$ cat config.mk
export PLATFORM = sky130hd
export DESIGN_NAME = block_locator
export DESIGN_NICKNAME = d
export VERILOG_FILES = /design/src/logic/focus_pkg.sv /design/src/logic/block_locator.sv
export VERILOG_INCLUDE_DIRS = /design/src /design/src/logic
export SDC_FILE = /design/constraint.sdc
export NUM_CORES = 1
export LEC_CHECK = 0
export ABC_AREA = 1
export BUFFER_PORTS_ARGS = -buffer_cell sky130_fd_sc_hd__buf_2
export CORE_UTILIZATION = 53
export CTS_CLUSTER_DIAMETER = 30
export CTS_CLUSTER_SIZE = 25
export DETAILED_ROUTE_END_ITERATION = 16
export GPL_ROUTABILITY_DRIVEN = 0
export PLACE_DENSITY = 0.79
export SLEW_MARGIN = 20
export SYNTH_ARGS = -nofsm -noshare
export SYNTH_HDL_FRONTEND = slang
export SYNTH_SLANG_ARGS = --single-unit
$ cat constraint.sdc
create_clock -name clk -period 2.8 [get_ports clk]
set_clock_uncertainty 0.2 [all_clocks]
set_input_delay 0.42 -clock clk [delete_from_list [all_inputs] [get_ports clk]]
set_output_delay 0.42 -clock clk [all_outputs]
set_load 0.02 [all_outputs]
$ cat src/logic/focus_defines.svh
// widths and fixed table locations shared by the focus sharpness core
// include in any file that sizes a port or decodes the window bank
`ifndef FOCUS_DEFINES_SVH
`define FOCUS_DEFINES_SVH

`define FOCUS_COEF_W      13  // coefficient input, signed
`define FOCUS_WEIGHT_W    16  // filter weight, unsigned
`define FOCUS_TAB_ADDR_W  10  // 16 banks of 64 weights
`define FOCUS_BLK_SUM_W   23  // saturating block sum of squares
`define FOCUS_FRAME_ACC_W 40  // frame accumulator
`define FOCUS_HIFREQ_W    32  // reported frame value, acc >> 8
`define FOCUS_SHARP_W     12  // per-block sharpness
`define FOCUS_POS_W       9   // block column/row in 8x8 blocks
`define FOCUS_MBLK_W      8   // macroblock counters
`define FOCUS_WND_BANK    15  // bank whose first words hold the window setup
`define FOCUS_PIPE_LAT    5   // last coef_valid to blk_valid, in clk cycles

`endif

$ cat src/logic/focus_pkg.sv
// types shared across the focus sharpness core
// modules name these in port lists and import the package where the body needs them
`default_nettype none

`include "focus_defines.svh"

package focus_pkg;

    typedef logic signed [`FOCUS_COEF_W-1:0]   coef_t;     // dct coefficient
    typedef logic [`FOCUS_WEIGHT_W-1:0]        weight_t;   // filter table word
    typedef logic [`FOCUS_TAB_ADDR_W-1:0]      tab_addr_t; // {filter, coef index}
    typedef logic [`FOCUS_BLK_SUM_W-1:0]       blk_sum_t;
    typedef logic [`FOCUS_SHARP_W-1:0]         sharp_t;
    typedef logic [`FOCUS_POS_W-1:0]           pos_t;      // {macroblock, sub-block bit}
    typedef logic [2:0]                        blk_type_t; // 0..3 luma, 4..7 chroma

    // word offsets inside the window bank
    typedef enum logic [2:0] {
        WND_LEFT   = 3'd0,
        WND_RIGHT  = 3'd1,
        WND_TOP    = 3'd2,
        WND_BOTTOM = 3'd3,
        WND_WIDTH  = 3'd4,
        WND_FILTER = 3'd5
    } wnd_reg_e;

endpackage

`default_nettype wire

$ cat src/logic/block_locator.sv
// tracks the macroblock column and row from the block stream
// flags each block as luma and as inside the window of interest
`timescale 1ns/1ps
`default_nettype none

`include "focus_defines.svh"

module block_locator (
    input  wire                           clk,
    input  wire                           arst_n,
    input  wire                           blk_start,
    input  wire focus_pkg::blk_type_t     blk_type,
    input  wire                           frame_first,
    input  wire focus_pkg::pos_t          wnd_left,
    input  wire focus_pkg::pos_t          wnd_right,
    input  wire focus_pkg::pos_t          wnd_top,
    input  wire focus_pkg::pos_t          wnd_bottom,
    input  wire [`FOCUS_MBLK_W-1:0]       wnd_width,
    output logic                          luma,
    output logic                          in_woi
);
    import focus_pkg::*;

    logic [`FOCUS_MBLK_W-1:0] mblk_col;
    logic [`FOCUS_MBLK_W-1:0] mblk_row;
    logic [`FOCUS_MBLK_W-1:0] col_nxt;
    logic [`FOCUS_MBLK_W-1:0] row_nxt;
    logic                     mb_start;   // first block of a macroblock
    logic                     line_start;
    pos_t                     blk_col;
    pos_t                     blk_row;

    assign mb_start   = blk_start && (blk_type == 3'd0);
    assign line_start = frame_first || (mblk_col == wnd_width);

    always_comb begin
        col_nxt = mblk_col;
        row_nxt = mblk_row;
        if (mb_start) begin
            col_nxt = line_start ? '0 : mblk_col + 1'b1;
            if (line_start) begin
                row_nxt = frame_first ? '0 : mblk_row + 1'b1;
            end
        end
    end

    // position of the block now starting, in 8x8 block units
    assign blk_col = {col_nxt, blk_type[0]};
    assign blk_row = {row_nxt, blk_type[1]};

    always_ff @(posedge clk or negedge arst_n) begin
        if (!arst_n) begin
            mblk_col <= '0;
            mblk_row <= '0;
            luma     <= 1'b0;
            in_woi   <= 1'b0;
        end else begin
            mblk_col <= col_nxt;
            mblk_row <= row_nxt;
            if (blk_start) begin
                luma   <= !blk_type[2];
                in_woi <= (blk_col >= wnd_left) && (blk_col <= wnd_right) &&
                          (blk_row >= wnd_top)  && (blk_row <= wnd_bottom);
            end
        end
    end

endmodule

`default_nettype wire

**Yosys cells after proc, flatten, opt, wreduce, memory -nomap -nowiden**

Cells that the tools add are included.

- Logic and storage cells: 23
- Flip-flop bits (word level): 18
- Memories: 0
- Memory bits (read-only): 0
- Input port bits: 51
- Bits in writable memories: 0
- Output and inout port bits: 2
- Latch bits: 0

- Reductions and logical operators: 7
- $lt $le $gt $ge: 4
- $mul: 0
- Bitwise gates (word level): 0
- Equal/unequal tests: 1
- Multiplexer cells: 5
- $add $sub $neg: 2
- Divide/modulo/power cells: 0
- Shift operators: 0

Operator list:

| cell | number |
|---|---|
| $mux 8 | 5 |
| $ge 9x9->1 | 2 |
| $le 9x9->1 | 2 |
| $add 8x1->8 const B | 2 |
| $eq 8x8->1 | 1 |
| $logic_and 1x1->1 | 4 |
| $logic_not 3->1 | 1 |
| $logic_not 1->1 | 1 |
| $logic_or 1x1->1 | 1 |

**Longest topological paths before layout**

Gate-level depths: netlist of run 1.

- Depth after elaboration: 8
- Depth in mapped cells: 21
- Mapped depth without buffers: 21

**Worst setup path after synthesis of run 1**

OpenSTA, ideal clock, no wires.

- Kind: input to register
- From: in blk_type[1]
- To: reg in_woi
- Path slack: 0.458 ns
- Setup time: 0.118 ns
- Data required time: 2.482 ns
- Arrival time: 2.023 ns
- Buffers on the path: 0
- Stages on the path: 16
- Cell sequence: inv_1 nand4_4 inv_2 nand3_2 nor2_1 nand3_1 nand2_1 nor2_1 ha_1 nand2_1 nor2_1 nand3b_1 nand3_1 nand2_1 nand4_1 nand2_1

- Longest elaborated chain between the ends: 7
- Elaborated cells between the ends (all ways): 11
- Those cells by class: 4 x order compare; 2 x mux; 5 x reduce/logical

Ends and longest elaborated chain:

| what | line | RTL |
|---|---|---|
| start: declaration | block_locator.sv:12 | `input wire focus_pkg::blk_type_t blk_type,` |
| $logic_not 3->1 (*) | block_locator.sv:33 | `assign mb_start = blk_start && (blk_type == 3'd0);` |
| $logic_and 1x1->1 (*) | block_locator.sv:33 |  |
| $mux 8 (*) | block_locator.sv:39 | `if (mb_start) begin` |
| named net col_nxt[7] | block_locator.sv:26 | `` logic [`FOCUS_MBLK_W-1:0] col_nxt; `` |
| $ge 9x9->1 or $le 9x9->1 (tied branches) | block_locator.sv:62 | `in_woi <= (blk_col >= wnd_left) && (blk_col <= wnd_right) &&` |
| $logic_and 1x1->1 (*) (2 in a row) | block_locator.sv:62 |  |
| $logic_and 1x1->1 (*) | block_locator.sv:63 | `(blk_row >= wnd_top) && (blk_row <= wnd_bottom);` |
| end signal: assignment | block_locator.sv:62 |  |
| end: declaration | block_locator.sv:20 | `output logic in_woi` |

The timed path passes the listed nets; every way through them passes the cells marked *.
A chain may end at the register's enable or synchronous reset.

**Final worst setup path of run 1**

- From: reg mblk_col[0]
- To: reg in_woi

- Elaborated cells between the ends (all ways): 14
- Those cells by class: 1 x add/sub; 4 x order compare; 1 x eq/ne; 4 x mux; 4 x reduce/logical

RTL lines:

| what | line | RTL |
|---|---|---|
| start: declaration | block_locator.sv:24 | `` logic [`FOCUS_MBLK_W-1:0] mblk_col; `` |
| start signal: assignment | block_locator.sv:58 | `mblk_col <= col_nxt;` |
| $eq 8x8->1 (*) | block_locator.sv:34 | `assign line_start = frame_first \|\| (mblk_col == wnd_width);` |
| $logic_or 1x1->1 (*) | block_locator.sv:34 |  |
| $mux 8 (*) | block_locator.sv:41 | `if (line_start) begin` |
| $mux 8 (*) | block_locator.sv:39 |  |
| named net row_nxt[7] | block_locator.sv:27 | `` logic [`FOCUS_MBLK_W-1:0] row_nxt; `` |
| $ge 9x9->1 | block_locator.sv:63 |  |
| $logic_and 1x1->1 | block_locator.sv:62 |  |
| $logic_and 1x1->1 (*) | block_locator.sv:63 |  |

Marks and branches as above.

==> key figures, run 1 <==
Synth
  – Synth unique cells: 25
  – #FFs+latches synth: 18
  – Synth async-reset ratio: 100.0%
  – Post-Syn Nets: 419
  – Post-synth EDFFs: 0
  – Mean post-synth cell area: 6.483 um2
  – Predominant post-synthesis flop cell: dfrtp_1
  – Seq/Total Area, Yosys: 21.05%
  – Yosys warnings: 0
  – Mapped cell area: 0.002140 mm2
  – Synth Instances: 330

Power
  – NetSw: 418.9 uW
  – Combinational share of power: 45.8%
  – Lkg Pwr: 1.554 nW
  – Clock power share: 21.0%
  – P_int: 617.2 uW
  – Sequential share of power: 33.1%
  – Max rail drop VDD: 0.0002148 V
  – PD cells: 410.5 mW/mm2
  – Switching share of total power: 40.43%

STA
  – Setup TNS: 0 ns
  – Hold Slack: 0.1732 ns
  – # setup viols final: 0
  – Max-slew headroom: 72.75%
  – Hold Vio Cnt, Final: 0
  – Period Utilization, post-route: 91.44%
  – F_max: 390.6 MHz
  – RSZ-0062 raised after global routing: false
  – Worst-margin pin slew: 0.4087 ns
  – Max Slew Vio Count: 0
  – Tmin final: 2.560 ns

Global routing
  – Largest net degree at the start of global routing: 19
  – First-pass GRT wire length: 7576 um
  – Gr usage total: 22.81%
  – Remaining Overflow, GRT: 0
  – Initial antenna violation count: 0
  – Vias in the first global route: 1865

Placement
  – DPL Wire Length: 3870 um
  – Post-placement cell area: 0.002452 mm2
  – Port bufs: 52

Cells and area
  – Area added between synthesis and finish: 17.95%
  – Layout cells sized above 1: 18.39%
  – Multi-input gate area: 0.001403 mm2
  – # diodes: 0
  – Final Cell Area: 0.002524 mm2
  – Nets: 476
  – Reg area: 450.4 um2
  – Util after Layout: 66.92%
  – Most frequent cells in the layout: nand2_1 (92), inv_1 (71), buf_2 (52), ha_1 (38), nor2_1 (35)
  – FILL cells: 336
  – Most common cell after layout, fill and taps aside: nand2_1

Critical path
  – Most used cell, CP: nand2_1
  – CP arrival: 2.51 ns
  – Critical Path RT: 2.75 ns
  – Crit path launch: mblk_col[0]
  – Cell Chain, Critical Path: inv_2, nand2_1, nand2_1, nand2_1, nor2_1, nand2_2, nand3_1, nand2_1, a21oi_1, ha_1, a21o_1, nor2_1, nand4_1, nand4_1, nand2_1
  – Critical Path Source Type: flop
  – Setup CP Type: reg -> reg
  – CP max FO: 5
  – Slowest CP cell: dfrtp_1
  – Highest cell delay on the worst timing path: 0.40 ns
  – Critical Path Sink Type: flop
  – Setup crit end: in_woi
  – Reg2reg path depth: 15
  – R2R Setup Slk: 0.24 ns
  – Crit Reg-Reg Endpoint: in_woi
  – RR Startpoint: mblk_col[0]

Drt
  – Vias: 2072
  – Final WL: 4485 um
  – DR WL/cell: 10.33 um
  – Vias per Instance: 4.774
  – Pre-antenna DRT Iters: 4
  – Initial DRC count: 116
  – Post-DRT Antenna Nets: 0
  – DRC viols: 0

Job
  – Max-cap violations: 0

Clock tree
  – Max clock buf depth: 2
  – CTS Buf Count: 3
  – Clk root buf: clkbuf_8
  – H-tree Lvls: 1
  – Post-CTS Setup Inserts: 0
  – TritonCTS clock tree: yes
  – Clock Sink Count: 18
  – Clock slew at reported path FFs: 0.07 ns
  – Clk_lat worst skew: 0.26 ns

Floorplanning
  – Starting Density: 56.74%
  – Die H: 65.54 um
  – Die area: 0.004295 mm2
  – Core Area: 0.003771 mm2
  – Die W: 65.54 um
  – Ports: 53
  – Row cnt: 22

Worst hold path
  – Hold Crit Class: in -> reg

Status
  – Run status: complete, no violations
-- per-stage QoR --
stage | setup WS, ns | total power, mW | instances
floorplan | 0.4584 | 0.6804 | 330
global placement | 0.1106 | 0.8047 | 429
detailed placement | 0.02466 | 0.8174 | 429
CTS | 0.1788 | 1.034 | 434
global route | 0.002924 | 1.138 | 434
finish | 0.2397 | 1.036 | 434
-- logic make-up (layout without fill, tap and decap cells) --
kind of cell | Yosys count | in the layout | share of synthesized area [%]
AO/OA/AOI/OAI | 29 | 29 | 7.368
XOR/XNOR | 5 | 5 | 2.047
adder cells (fa/ha/maj) | 38 | 38 | 22.22
buffers and inverters | 77 | 133 | 13.68
flip-flops | 18 | 18 | 21.05
AND/OR/NAND/NOR | 163 | 163 | 33.63
-- sequential cells by signal, indices dropped and copies added, names as in the netlist --
signal / cells
mblk_row: 8
mblk_col: 8
luma: 1
in_woi: 1
-- Yosys cell counts (2+ instances only) --
master,n,share of area [%]
a21o_1,3,1.1
a21oi_1,15,3.5
dfrtp_1,18,21
ha_1,38,22
inv_1,71,12
inv_2,5,0.88
nand2_1,92,16
nand2_4,2,1.1
nand3_1,17,4.0
nand3b_1,3,1.1
nand4_1,4,1.2
nor2_1,36,6.3
nor3_1,2,0.47
nor3_2,3,1.4
o21ai_0,5,1.2
o21ai_1,4,0.94
xnor2_1,4,1.6
-- cell type report --
type	instances	share of cell area, %
inverters	76	11.30
well taps	48	2.380
clock buffers	4	2.181
flip-flops and latches	18	17.85
repair buffers	53	10.71
multi-input cells	235	55.58
-- how the worst min path moves through the flow --
stage	to	slack (ns)	start	depth (start not counted)
global placement	mblk_col[2]	0.17	arst_n	1
CTS	luma	0.18	blk_type[2]	2
finish	luma	0.17	blk_type[2]	2
detailed placement	mblk_col[4]	0.17	arst_n	1
floorplan	in_woi	-0.08	arst_n	0
global route	luma	0.18	blk_type[2]	2
-- per-layer routing --
layer  track usage (%)  share of wire, %  vias to the layer above
met2             39.56                46                       39
met5                 0                 0                        -
met1             30.14                51                      886
li1                  -                 -                     1140
met4             6.793               1.4                        0
met3             1.389               2.1                        7
-- power groups by stage --
stage | logic [mW] | clock network [mW] | registers (mW)
after floorplan | 0.339 | 0 | 0.341
after global placement | 0.457 | 0 | 0.347
after detailed placement | 0.470 | 0 | 0.348
after CTS | 0.474 | 0.217 | 0.343
after global routing | 0.561 | 0.227 | 0.350
final | 0.475 | 0.218 | 0.343
-- critical path, delay by kind of cell (launching register included) --
kind	cells	cell delay, ns
fa+ha+maj	1	0.34
flops	1	0.40
compound gates	2	0.48
simple gates	11	0.94
buf+inv	1	0.10
-- what timing repair did --
| item | in CTS | in global routing |
|---|---|---|
| endpoints found under the hold margin | 18 | 0 |
| resized for setup | 0 | 4 |
| hold buffers | 1 | 0 |
| endpoints found under the setup margin | 0 | 1 |
(Power assumes the default switching activity.)
==> run 2: changes to the inputs <==
--- a/config.mk
+++ b/config.mk
@@ -13,8 +13,9 @@
 export CTS_CLUSTER_SIZE = 25
 export DETAILED_ROUTE_END_ITERATION = 16
 export GPL_ROUTABILITY_DRIVEN = 0
+export GPL_TIMING_DRIVEN = 0
 export PLACE_DENSITY = 0.79
-export SLEW_MARGIN = 20
+export SETUP_SLACK_MARGIN = 0.3
 export SYNTH_ARGS = -nofsm -noshare
 export SYNTH_HDL_FRONTEND = slang
 export SYNTH_SLANG_ARGS = --single-unit
==> run 2 against run 1 <==
Effect of this change:
- sequential cell count is the same
- critical path depth up 3
- worst setup slack worse by 0.056 ns
- sequential share of layout area shrank 1.6 points
- global-route usage rose by 1.6 points
- clock-buffer cell count fell by 1
- cell area increased by 10%
- clock power decreased by 20%
- largest cell class unchanged
- die area is the same
- final cell count grew 2.8%
- combinational power up 24%
- sequential power is essentially flat
- largest power group unchanged
==> key figures, run 2 (synthesis gave the netlist of run 1 again) <==
Status
  – Run status: complete, no violations

Critical path
  – CP max FO: 6
  – Critical Path Source Type: flop
  – Highest cell delay on the worst timing path: 0.40 ns
  – Most used cell, CP: nand2_1
  – Slowest CP cell: dfrtp_1
  – Critical Path RT: 2.74 ns
  – Setup CP Type: reg -> reg
  – CP arrival: 2.56 ns
  – Reg2reg path depth: 18
  – Critical Path Sink Type: flop
  – Cell Chain, Critical Path: inv_1, nand2_1, nand2_1, nand2_1, nor2_1, nand2_2, nand2_4, nand2_1, nand2_1, a21oi_2, ha_1, nand2_2, nor2_2, nand3b_1, nand3_1, nand2_1, nand4_1, nand2_1

Clock tree
  – CTS Buf Count: 3
  – TritonCTS clock tree: yes
  – Clk root buf: clkbuf_8
  – Clock slew at reported path FFs: 0.06 ns
  – Clock Sink Count: 18
  – Max clock buf depth: 2
  – H-tree Lvls: 1
  – Clk_lat worst skew: 0.25 ns

Placement
  – DPL Wire Length: 3884 um
  – Placed insts: 430
  – Setup slack at placement: 0.01566 ns
  – Port bufs: 52
  – Post-placement cell area: 0.002460 mm2

STA
  – Setup TNS: 0 ns
  – Max Slew Vio Count: 0
  – Setup WS post-layout: 0.1834 ns
  – Hold Vio Cnt, Final: 0
  – Worst-margin pin slew: 0.3820 ns
  – Period Utilization, post-route: 93.45%
  – Tmin final: 2.617 ns
  – F_max: 382.2 MHz
  – RSZ-0062 raised after global routing: true
  – # setup viols final: 0
  – Max-slew headroom: 74.53%

Cells and area
  – # diodes: 0
  – Final Cell Area: 0.002775 mm2
  – Area added between synthesis and finish: 29.71%
  – Nets: 489
  – Most frequent cells in the layout: nand2_1 (85), inv_1 (69), buf_2 (52), ha_1 (36), nor2_1 (22)
  – Largest regs: mblk_col (8), mblk_row (8)
  – Layout cells sized above 1: 29.65%
  – Non-filler cells, final: 446
  – Most common cell after layout, fill and taps aside: nand2_1

Global routing
  – Vias in the first global route: 2021
  – First-pass GRT wire length: 8211 um
  – Remaining Overflow, GRT: 0
  – Gr usage total: 24.39%
  – Largest net degree at the start of global routing: 19
  – Initial antenna violation count: 0

Drt
  – Post-DRT Antenna Nets: 0
  – Vias per Instance: 5.103
  – DR WL/cell: 12.05 um
  – Vias: 2276
  – Pre-antenna DRT Iters: 4
  – DRC viols: 0
  – Initial DRC count: 115
  – Final WL: 5374 um

Power
  – Total power: 1.111 mW
  – Lkg Pwr: 1.623 nW
  – Max rail drop VDD: 0.0001840 V
  – PD cells: 400.4 mW/mm2

Floorplanning
  – Ports: 53
  – Die area: 0.004295 mm2
  – Die H: 65.54 um
  – Die W: 65.54 um
  – Core Area: 0.003771 mm2
  – Row cnt: 22
  – Starting Density: 56.74%

Worst hold path
  – Cells on Worst Hold Path: 2
  – Hold Crit Class: in -> reg

Job
  – Max-cap violations: 0
-- run 2: final timing paths --
path                                to        start  slack, ns
max                             in_woi  mblk_col[3]       0.18
min                               luma  blk_type[2]       0.19
max reg2reg                     in_woi  mblk_col[3]       0.18
min reg2reg                     in_woi       in_woi       0.31
max in group asynchronous  mblk_col[4]       arst_n       1.70
min in group asynchronous  mblk_col[7]       arst_n       0.41
-- run 2: what timing repair did --
item,4_1_cts,5_1_grt
setup endpoints to repair,1,1
pin swaps,4,17
resized for setup,13,35
hold endpoints to repair,18,0
hold buffers,1,0
buffers inserted,3,9
-- run 2: worst max-delay path: cells and delay by family, from the launching register on --
kind                     cells  cell delay (ns)
AND/OR/NAND/NOR             15             1.41
flip-flops                   1             0.40
adder cells (fa/ha/maj)      1             0.32
AO/OA/AOI/OAI                1             0.10
buffers and inverters        1             0.08
-- run 2: per-stage QoR --
stage               util, %  hold slack, ns
detailed placement    65.23          0.1641
global placement      65.23          0.1574
CTS                   68.02          0.1784
finish                73.59          0.1873
floorplan                 -        -0.07559
global route          73.59          0.1774
-- run 2: final cells by class --
class	instances	area [um2]
Buffer	1	7.507
Clock buffer	3	41.29
Fill cell	287	996.0
Inverter	76	290.3
Multi-Input combinational cell	235	1564
Sequential cell	18	451.7
Tap cell	48	60.06
Timing Repair Buffer	65	360.3
-- run 2: layer usage --
metal	global-route usage, %	share of wire [%]	up-vias	wire (um)
li1	-	-	1169	-
met1	30.91	45	1011	2406
met2	43.17	48	79	2601
met3	1.563	3.4	17	183
met4	8.696	3.4	0	182
met5	0	0	-	0
-- run 2: report_power, final --
part,switching [mW],internal (mW)
Sequential,0.0436,0.303
Combinational,0.344,0.246
Clock,0.0794,0.0954
